[config.mk]
export PLATFORM = sky130hd
export DESIGN_NAME = rab_cfg_top
export DESIGN_NICKNAME = d
export VERILOG_FILES = /design/src/rtl/rab_slice_pkg.sv /design/src/rtl/rab_axi_pkg.sv /design/src/rtl/rab_cfg_if.sv /design/src/rtl/rab_cfg_top.sv /design/src/rtl/axi_lite_slave.sv /design/src/rtl/l1_cfg_regs.sv /design/src/rtl/miss_handler.sv /design/src/rtl/miss_fifo.sv
export VERILOG_INCLUDE_DIRS = /design/src /design/src/rtl
export SDC_FILE = /design/constraint.sdc
export NUM_CORES = 2
export LEC_CHECK = 0
export ABC_AREA = 1
export ABC_CLOCK_PERIOD_IN_PS = 16200
export BUFFER_PORTS_ARGS = -buffer_cell sky130_fd_sc_hd__buf_2
export CAP_MARGIN = 20
export CORE_AREA = 2 2 502 504
export DETAILED_ROUTE_END_ITERATION = 12
export DIE_AREA = 0 0 504 506
export HOLD_SLACK_MARGIN = 0.12
export PLACE_DENSITY = 0.49
export SYNTH_ARGS = -nofsm -noshare
export SYNTH_HDL_FRONTEND = slang
export SYNTH_SLANG_ARGS = --single-unit
[constraint.sdc]
create_clock -name Clk_CI -period 16.2 [get_ports Clk_CI]
set_input_delay 1.62 -clock Clk_CI [delete_from_list [all_inputs] [get_ports Clk_CI]]
set_output_delay 1.62 -clock Clk_CI [all_outputs]
set_load 0.005 [all_outputs]
[src/rtl/rab_params_cfg.svh]
// RAB configuration parameters
`ifndef RAB_PARAMS_CFG_SVH
`define RAB_PARAMS_CFG_SVH

// AXI-Lite bus
`define RAB_AXI_ADDR_WIDTH 32
`define RAB_AXI_DATA_WIDTH 64

// Register file, index 0 and 1 are the miss FIFOs
`define RAB_N_REGS 16
`define RAB_ADDR_LSB 3 // 8 bytes per register

`define RAB_VIRT_WIDTH 32
`define RAB_PHYS_WIDTH 40
`define RAB_N_FLAGS 4

`define RAB_MISS_ID_WIDTH 10
`define RAB_MH_FIFO_DEPTH 8

`endif
[src/rtl/rab_slice_pkg.sv]
// Slice configuration types
`include "rab_params_cfg.svh"

package rab_slice_pkg;

  typedef enum logic [1:0] {
    FIELD_VIRT  = 2'b00,
    FIELD_PHYS  = 2'b10,
    FIELD_FLAGS = 2'b11
  } field_e;

  typedef logic [`RAB_AXI_DATA_WIDTH/8-1:0][7:0] cfg_word_t; // [Byte][Bit]

  typedef logic [`RAB_VIRT_WIDTH-1:0] miss_addr_t;
  typedef logic [`RAB_MISS_ID_WIDTH-1:0] miss_id_t;

  // Field kind from the two low index bits
  function automatic field_e field_of(logic [1:0] idx_lo);
    if (!idx_lo[1])
      return FIELD_VIRT;
    else if (idx_lo[0])
      return FIELD_FLAGS;
    else
      return FIELD_PHYS;
  endfunction

  // Bits a field kind keeps
  function automatic cfg_word_t field_mask(field_e kind);
    logic [`RAB_AXI_DATA_WIDTH-1:0] bits;
    bits = '0;
    case (kind)
      FIELD_PHYS:  bits[`RAB_PHYS_WIDTH-1:0] = '1;
      FIELD_FLAGS: bits[`RAB_N_FLAGS-1:0]    = '1;
      default:     bits[`RAB_VIRT_WIDTH-1:0] = '1;
    endcase
    return bits;
  endfunction

endpackage

[src/rtl/rab_axi_pkg.sv]
// AXI-Lite types
package rab_axi_pkg;

  typedef enum logic [1:0] {
    OKAY   = 2'b00,
    SLVERR = 2'b10
  } resp_e;

  typedef enum logic {
    WR_COLLECT, // Waiting for AW and/or W
    WR_RESP     // B pending
  } wr_state_e;

  typedef enum logic [1:0] {
    RD_IDLE,
    RD_FETCH,
    RD_RESP
  } rd_state_e;

endpackage

[src/rtl/rab_cfg_if.sv]
// Register access and miss pop interfaces
`include "rab_params_cfg.svh"

interface cfg_wr_if;
  logic                              wr_en;   // One-cycle pulse
  logic [`RAB_AXI_ADDR_WIDTH-1:0]    wr_addr;
  rab_slice_pkg::cfg_word_t          wr_data;
  logic [`RAB_AXI_DATA_WIDTH/8-1:0]  wr_strb;

  modport master (output wr_en, output wr_addr, output wr_data, output wr_strb);
  modport slave  (input wr_en, input wr_addr, input wr_data, input wr_strb);
endinterface

interface cfg_rd_if;
  logic                              rd_en;   // One-cycle pulse
  logic [`RAB_AXI_ADDR_WIDTH-1:0]    rd_addr;
  logic [`RAB_AXI_DATA_WIDTH-1:0]    rd_data; // Combinational return

  modport master (output rd_en, output rd_addr, input rd_data);
  modport slave  (input rd_en, input rd_addr, output rd_data);
endinterface

interface miss_pop_if;
  rab_slice_pkg::miss_addr_t addr_head;
  logic                      addr_empty;
  logic                      addr_pop;
  rab_slice_pkg::miss_id_t   id_head;
  logic                      id_empty;
  logic                      id_pop;

  modport handler (
    output addr_head, output addr_empty, output id_head, output id_empty,
    input  addr_pop,  input  id_pop
  );
  modport regs (
    input  addr_head, input  addr_empty, input  id_head, input  id_empty,
    output addr_pop,  output id_pop
  );
endinterface

[src/rtl/rab_cfg_top.sv]
// RAB configuration port top level
`include "rab_params_cfg.svh"

module rab_cfg_top (
  input  logic                             Clk_CI,
  input  logic                             Rst_RBI,
  input  logic [`RAB_AXI_ADDR_WIDTH-1:0]   s_axi_awaddr,
  input  logic                             s_axi_awvalid,
  output logic                             s_axi_awready,
  input  logic [`RAB_AXI_DATA_WIDTH-1:0]   s_axi_wdata,
  input  logic [`RAB_AXI_DATA_WIDTH/8-1:0] s_axi_wstrb,
  input  logic                             s_axi_wvalid,
  output logic                             s_axi_wready,
  output logic [1:0]                       s_axi_bresp,
  output logic                             s_axi_bvalid,
  input  logic                             s_axi_bready,
  input  logic [`RAB_AXI_ADDR_WIDTH-1:0]   s_axi_araddr,
  input  logic                             s_axi_arvalid,
  output logic                             s_axi_arready,
  output logic [`RAB_AXI_DATA_WIDTH-1:0]   s_axi_rdata,
  output logic [1:0]                       s_axi_rresp,
  output logic                             s_axi_rvalid,
  input  logic                             s_axi_rready,
  output rab_slice_pkg::cfg_word_t         L1Cfg_DO [`RAB_N_REGS],
  input  rab_slice_pkg::miss_addr_t        MissAddr_DI,
  input  rab_slice_pkg::miss_id_t          MissId_DI,
  input  logic                             Miss_SI,
  output logic                             MhFifoFull_SO
);

  cfg_wr_if   wr_bus ();
  cfg_rd_if   rd_bus ();
  miss_pop_if pop_bus ();

  axi_lite_slave axi_slave_i (
    .Clk_CI        (Clk_CI),
    .Rst_RBI       (Rst_RBI),
    .s_axi_awaddr  (s_axi_awaddr),
    .s_axi_awvalid (s_axi_awvalid),
    .s_axi_awready (s_axi_awready),
    .s_axi_wdata   (s_axi_wdata),
    .s_axi_wstrb   (s_axi_wstrb),
    .s_axi_wvalid  (s_axi_wvalid),
    .s_axi_wready  (s_axi_wready),
    .s_axi_bresp   (s_axi_bresp),
    .s_axi_bvalid  (s_axi_bvalid),
    .s_axi_bready  (s_axi_bready),
    .s_axi_araddr  (s_axi_araddr),
    .s_axi_arvalid (s_axi_arvalid),
    .s_axi_arready (s_axi_arready),
    .s_axi_rdata   (s_axi_rdata),
    .s_axi_rresp   (s_axi_rresp),
    .s_axi_rvalid  (s_axi_rvalid),
    .s_axi_rready  (s_axi_rready),
    .wr            (wr_bus),
    .rd            (rd_bus)
  );

  l1_cfg_regs regs_i (
    .Clk_CI  (Clk_CI),
    .Rst_RBI (Rst_RBI),
    .wr      (wr_bus),
    .rd      (rd_bus),
    .pop     (pop_bus),
    .cfg     (L1Cfg_DO)
  );

  miss_handler mh_i (
    .Clk_CI    (Clk_CI),
    .Rst_RBI   (Rst_RBI),
    .miss_addr (MissAddr_DI),
    .miss_id   (MissId_DI),
    .miss      (Miss_SI),
    .pop       (pop_bus),
    .fifo_full (MhFifoFull_SO)
  );

endmodule

[src/rtl/axi_lite_slave.sv]
// AXI4-Lite slave channel engine
`include "rab_params_cfg.svh"

module axi_lite_slave (
  input  logic                             Clk_CI,
  input  logic                             Rst_RBI,
  input  logic [`RAB_AXI_ADDR_WIDTH-1:0]   s_axi_awaddr,
  input  logic                             s_axi_awvalid,
  output logic                             s_axi_awready,
  input  logic [`RAB_AXI_DATA_WIDTH-1:0]   s_axi_wdata,
  input  logic [`RAB_AXI_DATA_WIDTH/8-1:0] s_axi_wstrb,
  input  logic                             s_axi_wvalid,
  output logic                             s_axi_wready,
  output logic [1:0]                       s_axi_bresp,
  output logic                             s_axi_bvalid,
  input  logic                             s_axi_bready,
  input  logic [`RAB_AXI_ADDR_WIDTH-1:0]   s_axi_araddr,
  input  logic                             s_axi_arvalid,
  output logic                             s_axi_arready,
  output logic [`RAB_AXI_DATA_WIDTH-1:0]   s_axi_rdata,
  output logic [1:0]                       s_axi_rresp,
  output logic                             s_axi_rvalid,
  input  logic                             s_axi_rready,
  cfg_wr_if.master                         wr,
  cfg_rd_if.master                         rd
);

  rab_axi_pkg::wr_state_e           wr_state_q;
  rab_axi_pkg::rd_state_e           rd_state_q;
  logic                             aw_done_q;
  logic                             w_done_q;
  logic                             wr_en_q;
  logic                             aw_hs;
  logic                             w_hs;
  logic                             ar_hs;
  logic                             aw_next;
  logic                             w_next;
  logic [`RAB_AXI_ADDR_WIDTH-1:0]   awaddr_q;
  logic [`RAB_AXI_ADDR_WIDTH-1:0]   araddr_q;
  rab_slice_pkg::cfg_word_t         wdata_q;
  logic [`RAB_AXI_DATA_WIDTH/8-1:0] wstrb_q;
  logic [`RAB_AXI_DATA_WIDTH-1:0]   rdata_q;

  assign s_axi_awready = (wr_state_q == rab_axi_pkg::WR_COLLECT) && !aw_done_q;
  assign s_axi_wready  = (wr_state_q == rab_axi_pkg::WR_COLLECT) && !w_done_q;
  assign s_axi_bvalid  = (wr_state_q == rab_axi_pkg::WR_RESP);
  assign s_axi_bresp   = rab_axi_pkg::OKAY;

  assign s_axi_arready = (rd_state_q == rab_axi_pkg::RD_IDLE);
  assign s_axi_rvalid  = (rd_state_q == rab_axi_pkg::RD_RESP);
  assign s_axi_rdata   = rdata_q;
  assign s_axi_rresp   = rab_axi_pkg::OKAY;

  assign aw_hs   = s_axi_awvalid && s_axi_awready;
  assign w_hs    = s_axi_wvalid && s_axi_wready;
  assign ar_hs   = s_axi_arvalid && s_axi_arready;
  assign aw_next = aw_done_q || aw_hs;
  assign w_next  = w_done_q || w_hs;

  assign wr.wr_en   = wr_en_q;
  assign wr.wr_addr = awaddr_q;
  assign wr.wr_data = wdata_q;
  assign wr.wr_strb = wstrb_q;
  assign rd.rd_en   = (rd_state_q == rab_axi_pkg::RD_FETCH);
  assign rd.rd_addr = araddr_q;

  // Write FSM, AW and W captured in any order
  always_ff @(posedge Clk_CI or negedge Rst_RBI)
  begin
    if (!Rst_RBI)
    begin
      wr_state_q <= rab_axi_pkg::WR_COLLECT;
      aw_done_q  <= 1'b0;
      w_done_q   <= 1'b0;
      wr_en_q    <= 1'b0;
    end
    else
    begin
      wr_en_q <= 1'b0;
      case (wr_state_q)
        rab_axi_pkg::WR_COLLECT:
        begin
          aw_done_q <= aw_next;
          w_done_q  <= w_next;
          if (aw_next && w_next)
          begin
            wr_state_q <= rab_axi_pkg::WR_RESP;
            wr_en_q    <= 1'b1; // Register write with bvalid rising
          end
        end
        default:
        begin
          if (s_axi_bready)
          begin
            wr_state_q <= rab_axi_pkg::WR_COLLECT;
            aw_done_q  <= 1'b0;
            w_done_q   <= 1'b0;
          end
        end
      endcase
    end
  end

  // Read FSM
  always_ff @(posedge Clk_CI or negedge Rst_RBI)
  begin
    if (!Rst_RBI)
      rd_state_q <= rab_axi_pkg::RD_IDLE;
    else
    begin
      case (rd_state_q)
        rab_axi_pkg::RD_IDLE:  if (ar_hs) rd_state_q <= rab_axi_pkg::RD_FETCH;
        rab_axi_pkg::RD_FETCH: rd_state_q <= rab_axi_pkg::RD_RESP;
        rab_axi_pkg::RD_RESP:  if (s_axi_rready) rd_state_q <= rab_axi_pkg::RD_IDLE;
        default:               rd_state_q <= rab_axi_pkg::RD_IDLE;
      endcase
    end
  end

  // Channel payloads
  always_ff @(posedge Clk_CI)
  begin
    if (aw_hs)
      awaddr_q <= s_axi_awaddr;
    if (w_hs)
    begin
      wdata_q <= s_axi_wdata;
      wstrb_q <= s_axi_wstrb;
    end
    if (ar_hs)
      araddr_q <= s_axi_araddr;
    if (rd.rd_en)
      rdata_q <= rd.rd_data; // Held until the R handshake
  end

  // A register write only follows an accepted or absent B response
  assert property (@(posedge Clk_CI) disable iff (!Rst_RBI)
    wr.wr_en |-> $past(!s_axi_bvalid || s_axi_bready));

  assert property (@(posedge Clk_CI) disable iff (!Rst_RBI)
    s_axi_rvalid && !s_axi_rready |=> s_axi_rvalid && $stable(s_axi_rdata));

endmodule

[src/rtl/l1_cfg_regs.sv]
// Slice configuration register file
`include "rab_params_cfg.svh"

module l1_cfg_regs (
  input  logic              Clk_CI,
  input  logic              Rst_RBI,
  cfg_wr_if.slave           wr,
  cfg_rd_if.slave           rd,
  miss_pop_if.regs          pop,
  output rab_slice_pkg::cfg_word_t cfg [`RAB_N_REGS]
);

  localparam int unsigned IDX_W   = $clog2(`RAB_N_REGS);
  localparam int unsigned N_BYTES = `RAB_AXI_DATA_WIDTH / 8;

  rab_slice_pkg::cfg_word_t regs_q [`RAB_N_REGS];
  rab_slice_pkg::field_e    wr_field;
  rab_slice_pkg::cfg_word_t wr_mask;
  logic [IDX_W-1:0]         wr_idx;
  logic [IDX_W-1:0]         rd_idx;
  logic                     wr_in_range;
  logic                     rd_in_range;
  logic                     wr_hit;

  assign wr_idx      = wr.wr_addr[`RAB_ADDR_LSB +: IDX_W];
  assign rd_idx      = rd.rd_addr[`RAB_ADDR_LSB +: IDX_W];
  assign wr_in_range = wr.wr_addr[`RAB_AXI_ADDR_WIDTH-1:`RAB_ADDR_LSB] < `RAB_N_REGS;
  assign rd_in_range = rd.rd_addr[`RAB_AXI_ADDR_WIDTH-1:`RAB_ADDR_LSB] < `RAB_N_REGS;
  assign wr_field    = rab_slice_pkg::field_of(wr_idx[1:0]);
  assign wr_mask     = rab_slice_pkg::field_mask(wr_field);
  assign wr_hit      = wr.wr_en && wr_in_range && (wr_idx > IDX_W'(1)); // Skip FIFO indices

  // Strobed bytes, masked down to the field width
  always_ff @(posedge Clk_CI or negedge Rst_RBI)
  begin
    if (!Rst_RBI)
    begin
      for (int i = 0; i < `RAB_N_REGS; i++)
        regs_q[i] <= '0;
    end
    else if (wr_hit)
    begin
      for (int b = 0; b < N_BYTES; b++)
      begin
        if (wr.wr_strb[b])
          regs_q[wr_idx][b] <= wr.wr_data[b] & wr_mask[b];
      end
    end
  end

  assign cfg = regs_q;

  // Read decode, FIFO heads carry the empty flag in the top bit
  always_comb
  begin
    rd.rd_data   = '0;
    pop.addr_pop = 1'b0;
    pop.id_pop   = 1'b0;
    if (rd_in_range)
    begin
      case (rd_idx)
        IDX_W'(0):
        begin
          rd.rd_data[`RAB_AXI_DATA_WIDTH-1] = pop.addr_empty;
          rd.rd_data[`RAB_VIRT_WIDTH-1:0]   = pop.addr_head;
          pop.addr_pop                      = rd.rd_en && !pop.addr_empty;
        end
        IDX_W'(1):
        begin
          rd.rd_data[`RAB_AXI_DATA_WIDTH-1]  = pop.id_empty;
          rd.rd_data[`RAB_MISS_ID_WIDTH-1:0] = pop.id_head;
          pop.id_pop                         = rd.rd_en && !pop.id_empty;
        end
        default: rd.rd_data = regs_q[rd_idx];
      endcase
    end
  end

endmodule

[src/rtl/miss_handler.sv]
// Paired miss address and ID queues
`include "rab_params_cfg.svh"

module miss_handler (
  input  logic                      Clk_CI,
  input  logic                      Rst_RBI,
  input  rab_slice_pkg::miss_addr_t miss_addr,
  input  rab_slice_pkg::miss_id_t   miss_id,
  input  logic                      miss,
  miss_pop_if.handler               pop,
  output logic                      fifo_full
);

  logic addr_full;
  logic id_full;
  logic push;

  // Both queues take the miss or neither does
  assign push      = miss && !addr_full && !id_full;
  assign fifo_full = miss && (addr_full || id_full); // Dropped report

  miss_fifo #(
    .WIDTH (`RAB_VIRT_WIDTH),
    .DEPTH (`RAB_MH_FIFO_DEPTH)
  ) addr_fifo_i (
    .Clk_CI  (Clk_CI),
    .Rst_RBI (Rst_RBI),
    .push    (push),
    .pop     (pop.addr_pop),
    .din     (miss_addr),
    .dout    (pop.addr_head),
    .full    (addr_full),
    .empty   (pop.addr_empty)
  );

  miss_fifo #(
    .WIDTH (`RAB_MISS_ID_WIDTH),
    .DEPTH (`RAB_MH_FIFO_DEPTH)
  ) id_fifo_i (
    .Clk_CI  (Clk_CI),
    .Rst_RBI (Rst_RBI),
    .push    (push),
    .pop     (pop.id_pop),
    .din     (miss_id),
    .dout    (pop.id_head),
    .full    (id_full),
    .empty   (pop.id_empty)
  );

endmodule

[src/rtl/miss_fifo.sv]
// Synchronous circular FIFO
module miss_fifo #(
  parameter int unsigned WIDTH = 32,
  parameter int unsigned DEPTH = 8
) (
  input  logic             Clk_CI,
  input  logic             Rst_RBI,
  input  logic             push,
  input  logic             pop,
  input  logic [WIDTH-1:0] din,
  output logic [WIDTH-1:0] dout,
  output logic             full,
  output logic             empty
);

  localparam int unsigned PTR_W = (DEPTH > 1) ? $clog2(DEPTH) : 1;
  localparam int unsigned CNT_W = $clog2(DEPTH + 1);

  logic [WIDTH-1:0] mem_q [DEPTH];
  logic [PTR_W-1:0] wr_ptr_q;
  logic [PTR_W-1:0] rd_ptr_q;
  logic [CNT_W-1:0] cnt_q;
  logic             do_push;
  logic             do_pop;

  assign full    = (cnt_q == CNT_W'(DEPTH));
  assign empty   = (cnt_q == '0);
  assign do_push = push && !full;
  assign do_pop  = pop && !empty;
  assign dout    = mem_q[rd_ptr_q]; // Head visible without a pop

  always_ff @(posedge Clk_CI or negedge Rst_RBI)
  begin
    if (!Rst_RBI)
    begin
      wr_ptr_q <= '0;
      rd_ptr_q <= '0;
      cnt_q    <= '0;
    end
    else
    begin
      if (do_push)
        wr_ptr_q <= (wr_ptr_q == PTR_W'(DEPTH - 1)) ? '0 : wr_ptr_q + 1'b1;
      if (do_pop)
        rd_ptr_q <= (rd_ptr_q == PTR_W'(DEPTH - 1)) ? '0 : rd_ptr_q + 1'b1;
      if (do_push && !do_pop)
        cnt_q <= cnt_q + 1'b1;
      else if (do_pop && !do_push)
        cnt_q <= cnt_q - 1'b1;
    end
  end

  always_ff @(posedge Clk_CI)
  begin
    if (do_push)
      mem_q[wr_ptr_q] <= din;
  end

  // Callers check the flags before they push or pop
  assert property (@(posedge Clk_CI) disable iff (!Rst_RBI) push |-> !full);
  assert property (@(posedge Clk_CI) disable iff (!Rst_RBI) pop |-> !empty);

endmodule

# After elaboration in Yosys (flattened, before gate mapping)
# Memory sizes are Yosys's and may differ from the RTL's.
# Index checks and enable logic that the tools add are counted.
# W data, S select, Z words.
dict set report word_totals {
  regBits 1226
  ramBits 336
  out_inout_bits 1098
  wordCells 309
  n_memories 2
}
# name words width read_ports rd_clocked_by_memory_dff write_ports line
set memory_table {}
lappend memory_table {mh_i.addr_fifo_i.mem_q 8 32 1 0 1 miss_fifo.sv:19} ;# logic [WIDTH-1:0] mem_q [DEPTH];
lappend memory_table {mh_i.id_fifo_i.mem_q 8 10 1 0 1 miss_fifo.sv:19}
dict set report classes {
  addsub 8
  n_lt_le_gt_ge 6
  eq_ne 14
  mux 72
  bitwise_logic 15
  reduce_logical 43
}
# cell n
set ops {}
lappend ops {{$mux W1024} 15}
lappend ops {{$bwmux W1024} 5}
lappend ops {{$and A1024 B1024 Y1024} 3}
lappend ops {{$not A1024 Y1024} 3}
lappend ops {{$demux W64 S4} 8}
lappend ops {{$bmux W64 S4} 1}
lappend ops {{$mux W64} 3}
lappend ops {{$lt A29 B5 Y1 const B} 2}
lappend ops {{$mux W56} 1}
lappend ops {{$mux W48} 1}
lappend ops {{$pmux W22 S2} 1}
lappend ops {{$and A8 B8 Y8} 5}
lappend ops {{$mux W40} 1}
lappend ops {{$mux W32} 1}
lappend ops {{$mux W28} 1}
lappend ops {{$mux W24} 1}
lappend ops {{$logic_and A1 B1 Y1} 22}
lappend ops {{$pmux W10 S2} 1}
lappend ops {{$mux W1} 16}
lappend ops {{$mux W16} 1}
lappend ops {{$mux W4} 4}
lappend ops {{$mux W8} 2}
lappend ops {{$add A3 B1 Y3 const B} 4}
lappend ops {{$eq A3 B3 Y1 const B} 4}
lappend ops {{24 further kinds} 52}

# Longest topological paths before layout
dict set report depth {
  depth_word 28
  ltp_mapped 17
  mapped_depth_nobuf 16
}

# Hierarchy
# Synthesis repeated with hierarchy kept, for this count alone.
dict set report unflattened {
  hier_cells 8527
  area_unflattened_um2 72717.2
}
# mod n_inst cells_each area_each_um2 seq_area_each_um2
set modules_own_cells {}
lappend modules_own_cells {l1_cfg_regs 1 6654 50618.5 25624.6}
lappend modules_own_cells {{miss_fifo at mh_i.addr_fifo_i} 1 1193 11644.9 7937.6}
lappend modules_own_cells {axi_lite_slave 1 241 6314.8 6155.9}
lappend modules_own_cells {{miss_fifo at mh_i.id_fifo_i} 1 433 4113.9 2652.5}
lappend modules_own_cells {miss_handler 1 6 25.0 0.0}

# Worst setup path after synthesis
# No wires, ideal clock.
dict set report synth_timing {
  kind {in2reg}
  start {input s_axi_wvalid}
  end {register axi_slave_i.wdata_q (netlist bit axi_slave_i.wr.wr_data[0]) (enable)}
  setup_time_ns 0.523
  arrival_time_ns 5.121
  slack_ns 10.556
  path_stages 1
  path_buffers 0
  cell_sequence {nor3b_1}
}
dict set report synth_via {
  elab_chain_len 1
}
# item line
set synth_rtl {}
lappend synth_rtl {{from (decl)} rab_cfg_top.sv:12} ;# input logic s_axi_wvalid,
lappend synth_rtl {{$logic_and A1 B1 Y1} axi_lite_slave.sv:55} ;# assign w_hs = s_axi_wvalid && s_axi_wready;
lappend synth_rtl {{to (signal assigned)} axi_lite_slave.sv:127} ;# wdata_q <= s_axi_wdata;
lappend synth_rtl {{to (decl)} axi_lite_slave.sv:40} ;# rab_slice_pkg::cfg_word_t wdata_q;
# No other way between the ends.
# A chain may end at the register's enable or synchronous reset.

# Worst setup path after layout
dict set report layout_timing {
  start {register axi_slave_i.araddr_q[3] (netlist: axi_slave_i.rd.rd_addr[3])}
  end {register axi_slave_i.rdata_q[63] (netlist: axi_slave_i.s_axi_rdata[63]), data pin}
}
dict set report layout_via {
  elab_chain_len 5
}
# item line
set layout_rtl {}
lappend layout_rtl {{from (decl)} axi_lite_slave.sv:39} ;# logic [`RAB_AXI_ADDR_WIDTH-1:0] araddr_q;
lappend layout_rtl {{from (signal assigned)} axi_lite_slave.sv:131} ;# araddr_q <= s_axi_araddr;
lappend layout_rtl {{$not A4 Y5 (not written as such)} l1_cfg_regs.sv:74} ;# default: rd.rd_data = regs_q[rd_idx];
lappend layout_rtl {{$bmux W64 S4} l1_cfg_regs.sv:74}
lappend layout_rtl {{$mux W64 (not written as such) (2 in series)} l1_cfg_regs.sv:74}
lappend layout_rtl {{$pmux W1 S2} l1_cfg_regs.sv:61} ;# case (rd_idx)
lappend layout_rtl {{to (signal assigned)} axi_lite_slave.sv:133} ;# rdata_q <= rd.rd_data;
lappend layout_rtl {{to (decl)} axi_lite_slave.sv:42} ;# logic [`RAB_AXI_DATA_WIDTH-1:0] rdata_q;
# Parallel ways exist; a longest one is shown, timed or not. The select of a mux whose other input is x is not followed.

==> results.md <==
- In the final routed layout, each cell accounts on average for 28.2 um.
- Setup repair after global routing left no endpoint under its margin.
- In this run the remaining antenna-violating nets after routing total 0.
- At the pin with the least slew margin, the transition time is 1.27 ns.
- The count of instances resized after the clock tree is built is 0.
- The number of endpoints failing setup at the final stage is 0.
- In the final layout, the share of cells above drive strength 1 is 0.201.
- The final critical-path required period is 5.26 ns.
- Along the worst hold path, the cell count comes to 0.
- The worst register-to-register path begins at axi_slave_i.rd.rd_addr[3].
- The number of buffers inserted during clock tree synthesis is roughly 180.
- STA classifies the critical path endpoint as a flop.
- The first-pass GRT wire length is slightly below 500000 um.
- Row generation in the floorplan step produced approximately 180 rows.
- The final max-slew violation count is 0.
- The height of the chip is slightly above 500 um.
- Buffers added to address setup during post-CTS repair amount to 0.
- The count of mapped cells out of synthesis is about 7900.
- The initial utilization of the core area, before any placement, comes to 0.279.
- The routed length on met3 is approximately 26000 um.
- The area of the multi-input gates is 22300 sq um.
- The core region is about 250000 sq um.
- The count of flip-flops with a built-in enable after synthesis is between 500 and 600.
- A synthesized cell averages a little under 9 sq um.
- The worst reg-to-reg path cell count is 11.
- STA classifies the critical path startpoint as a flop.
- The required time at the worst-slack endpoint is 16.89 ns.
- After synthesis the cells add up to 69700 sq um.
- Input and output buffers added on the ports amount to roughly 1200.
- The worst min-delay path startpoint is regs_i.cfg[999].
- The max-cap violation count is 0.
- The maximum resistive drop on vdd is a little under 0.1 mV.
- The fraction of the mapped netlist area in compound gates was 0.0197.
- During synthesis, Yosys emitted a total of 0 warnings.
- The worst hold path terminates at regs_i.cfg[999].
- The fraction of registers with async set or reset after synthesis is 0.675.
- The die is between 500 and 600 um wide.
- The final cycle utilization of the critical path is 0.325.
- The final route contains slightly above 60000 vias.
- The routed design uses approximately 170000 um of met2 wire.
- The setup slack of the most critical reg-to-reg path is 10.94 ns.
- In this run the number of H-tree levels came out at 4.
- The remaining design rule violation count is 0.
- Of all nets on the critical path, the largest fanout is about 130.
- The classification of the worst-slack hold path is reg -> reg.
- The net count of the finished layout is around 9200.
- The worst reg2reg path endpoint is axi_slave_i.s_axi_rdata[63].
- The arrival time at the worst endpoint is 5.94 ns.
- The total design power is approximately 10 mW.
- The distinct cell type count of the synthesized netlist is 39.
- Power spread over the standard cell area amounts to approximately 120 nW/um^2.
- Between clock sinks in the finished design, the worst skew comes to 0.0641 ns.
- For the final routed database, the setup TNS stands at 0 ns.
- Of the total synthesized cell area, the portion taken by full adders, half adders and majority gates is 0.00309.
- The insertion delay of the later-clocked pin in the worst-skew pair is between 0.8 and 0.9 ns.
- The initial antenna violation count is between 50 and 60.
- The highest routing layer actually used is met5.
- The normalized max-slew margin is 0.156.
- The first-pass iteration count of the detailed router is 6.
- The number of hold buffers added after CTS was 0.
- The CTS clock-pin slew for the worst setup and hold paths is about 0.060 ns.
- The routed wire length is approximately 350000 um.
- Once placement completed, the tool counted placed cells totaling roughly 12000.
- The number of sinks driven by the clock tree is 1556.
- Measured against the total synthesized area, the mux share comes to 0.000323.
- Summed over all nets, the half-perimeter wirelength after detailed placement is 254000 um.
- Entering global routing, the biggest net connects roughly 190 pins.
- The category of the most critical setup path is reg -> reg.
- Routability-driven placement finished with a final weighted congestion of 0.930.
- The routed metal-1 wire length is roughly 130000 um.
- The sequential area share after synthesis is 0.595.
- The dominant combinational cell family by area after synthesis is simple AND/OR/NAND/NOR gates.
- The upper clock frequency limit is 190 MHz.
- The static power due to leakage is between 40 and 50 nW.
- Among all flip-flop cells after synthesis, the most frequent one is sky130_fd_sc_hd__dfrtp_1.
- Of the total synthesized cell area, the portion taken by XOR and XNOR cells is 0.000754.
- The area overhead of the layout relative to synthesis is 22.7%.
- The global-route congestion overflow total is 0.
- During I/O placement, the number of pins put on the boundary was 1284.
- The via count of the first global-routing pass is 58600.
- The layout has roughly 26000 filler cells.
- The post-layout instance count excluding filler cells is approximately 12000.
- The area of the die is between 200000 and 300000 sq um.
- The clock passes through at most 3 buffers.
- The number of hold violations in the final report is 0.
- The register area is around 41000 sq um.
- The total track usage is 0.269.
- The simple logic cell fraction of the synthesized area is 0.293.
- The CTS tree is yes.
- In this run, the number of DRC markers left after iteration 0 of detailed routing was 6070.
- The total of flip-flops plus latches after synthesis is ~1600.
- The tree is rooted in a sky130_fd_sc_hd__clkbuf_16.
- The average via count per standard cell is slightly below 5.
- The run finished with clean final reports.
[per-stage QoR]
stage / instance area, sq um / utilization / hold WS (ns) / setup slack, ns
detailed placement: 79000 / 0.316 / 0.384 / 10.86
global route: 85400 / 0.342 / 0.409 / 10.75
global placement: 78900 / 0.316 / 0.381 / 10.91
CTS: 85300 / 0.341 / 0.397 / 10.80
finish: 85500 / 0.342 / 0.396 / 10.94
floorplan: 69700 / - / 0.453 / 10.56
[placed cells by master, fill, tap and decap left out, types with 127 or more instances in the layout]
cell type and count:
sky130_fd_sc_hd__nand2_1 3167, sky130_fd_sc_hd__buf_2 1248, sky130_fd_sc_hd__dfrtp_1 1048, sky130_fd_sc_hd__inv_1 955, sky130_fd_sc_hd__edfxtp_1 506, sky130_fd_sc_hd__nand3_1 492
sky130_fd_sc_hd__nand4_1 438, sky130_fd_sc_hd__nor2_1 318, sky130_fd_sc_hd__clkbuf_16 185, sky130_fd_sc_hd__o21ai_0 127, sky130_fd_sc_hd__buf_4 127
[area by class of cell]
cell class	count	area share
diodes	23	0.000673
clock buffers	265	0.0604
well taps	3348	0.0490
repair buffers	1387	0.0874
inverters	967	0.0427
flip-flops and latches	1556	0.485
clock inverters	81	0.0137
multi-input cells	4859	0.261
[power breakdown]
part           total [mW]  switching [mW]  internal [mW]
logic                1.57            1.26          0.310
clock network        4.37            1.85           2.52
registers            4.45           0.124           4.32
[how the worst max path moves through the flow]
| stage | to | slack [ns] | from |
|---|---|---|---|
| 5_1_grt | mh_i.addr_fifo_i.cnt_q[3] | 10.75 | axi_slave_i.rd.rd_addr[3] |
| 3_5_place_dp | regs_i.cfg[73] | 10.86 | axi_slave_i.wr.wr_addr[7] |
| 4_1_cts | regs_i.cfg[144] | 10.80 | axi_slave_i.wr.wr_addr[7] |
| 6_report | axi_slave_i.s_axi_rdata[63] | 10.94 | axi_slave_i.rd.rd_addr[3] |
| 2_1_floorplan | axi_slave_i.wr.wr_data[0] | 10.56 | s_axi_wvalid |
| 3_3_place_gp | axi_slave_i.s_axi_rdata[63] | 10.91 | axi_slave_i.rd.rd_addr[3] |
[synth_stat cells, types with 14 or more instances]
library cell / number / area share
sky130_fd_sc_hd__inv_1: 958 / 0.052
sky130_fd_sc_hd__buf_2: 145 / 0.010
sky130_fd_sc_hd__buf_4: 32 / 0.0034
sky130_fd_sc_hd__edfxtp_1: 506 / 0.22
sky130_fd_sc_hd__ha_1: 14 / 0.0025
sky130_fd_sc_hd__clkbuf_1: 320 / 0.017
sky130_fd_sc_hd__nand4_4: 80 / 0.024
sky130_fd_sc_hd__o21ai_0: 127 / 0.0091
sky130_fd_sc_hd__nand4_1: 438 / 0.039
sky130_fd_sc_hd__nor2_1: 363 / 0.020
sky130_fd_sc_hd__dfrtp_1: 1050 / 0.38
sky130_fd_sc_hd__o211ai_1: 14 / 0.0015
sky130_fd_sc_hd__nand2_1: 3167 / 0.17
sky130_fd_sc_hd__a21oi_1: 104 / 0.0075
sky130_fd_sc_hd__o22ai_1: 16 / 0.0014
sky130_fd_sc_hd__nand3_1: 493 / 0.035
sky130_fd_sc_hd__buf_1: 47 / 0.0025
[worst max-delay path, stage by stage (launching register included)]
cell and delay (ns):
sky130_fd_sc_hd__edfxtp_1 0.82, sky130_fd_sc_hd__buf_12 0.63, sky130_fd_sc_hd__inv_8 0.34, sky130_fd_sc_hd__nor2_4 0.67, sky130_fd_sc_hd__buf_4 0.58, sky130_fd_sc_hd__buf_4 0.65, sky130_fd_sc_hd__nand2_1 0.10, sky130_fd_sc_hd__nand4_1 0.30
sky130_fd_sc_hd__nand3_1 0.22, sky130_fd_sc_hd__nand2_1 0.42, sky130_fd_sc_hd__nand2_1 0.10, sky130_fd_sc_hd__nand2_1 0.09
[kinds of logic (layout without fill, tap and decap cells)]
family / Yosys count / after routing
and+or+nand+nor: 4568 / 4568
DFF: 1556 / 1556
buffers and inverters: 1523 / 2700
AOI/OAI and AO/OA: 263 / 263
adders and majority gates: 16 / 16
xor gates and xnor gates: 6 / 6
muxes: 2 / 2
other: 1 / 27
[sequential cells by signal, summed over array words and instances, names as in the netlist]
| name | flops |
|---|---|
| axi_slave_i.wr.wr_en | 1 |
| axi_slave_i.s_axi_bvalid | 1 |
| mh_i.id_fifo_i.cnt_q | 4 |
| axi_slave_i.w_done_q | 1 |
| mh_i.id_fifo_i.rd_ptr_q | 3 |
| axi_slave_i.rd_state_q | 2 |
| mh_i.addr_fifo_i.wr_ptr_q | 3 |
| regs_i.cfg | 1024 |
| mh_i.addr_fifo_i.rd_ptr_q | 3 |
| axi_slave_i.s_axi_rdata | 64 |
| axi_slave_i.wr.wr_addr | 29 |
| mh_i.addr_fifo_i.cnt_q | 4 |
| axi_slave_i.wr.wr_strb | 8 |
| mh_i.id_fifo_i.wr_ptr_q | 3 |
| axi_slave_i.rd.rd_addr | 29 |
| mh_i.id_fifo_i.mem_q | 80 |
| axi_slave_i.wr.wr_data | 40 |
| mh_i.addr_fifo_i.mem_q | 256 |
| axi_slave_i.aw_done_q | 1 |
[layer usage]
metal | GRT usage | vias up
met5 | 0 | -
met2 | 0.444 | 2678
met1 | 0.308 | 30000
met3 | 0.0595 | 659
met4 | 0.190 | 48
li1 | - | 27200
(Power assumes the default switching activity.)
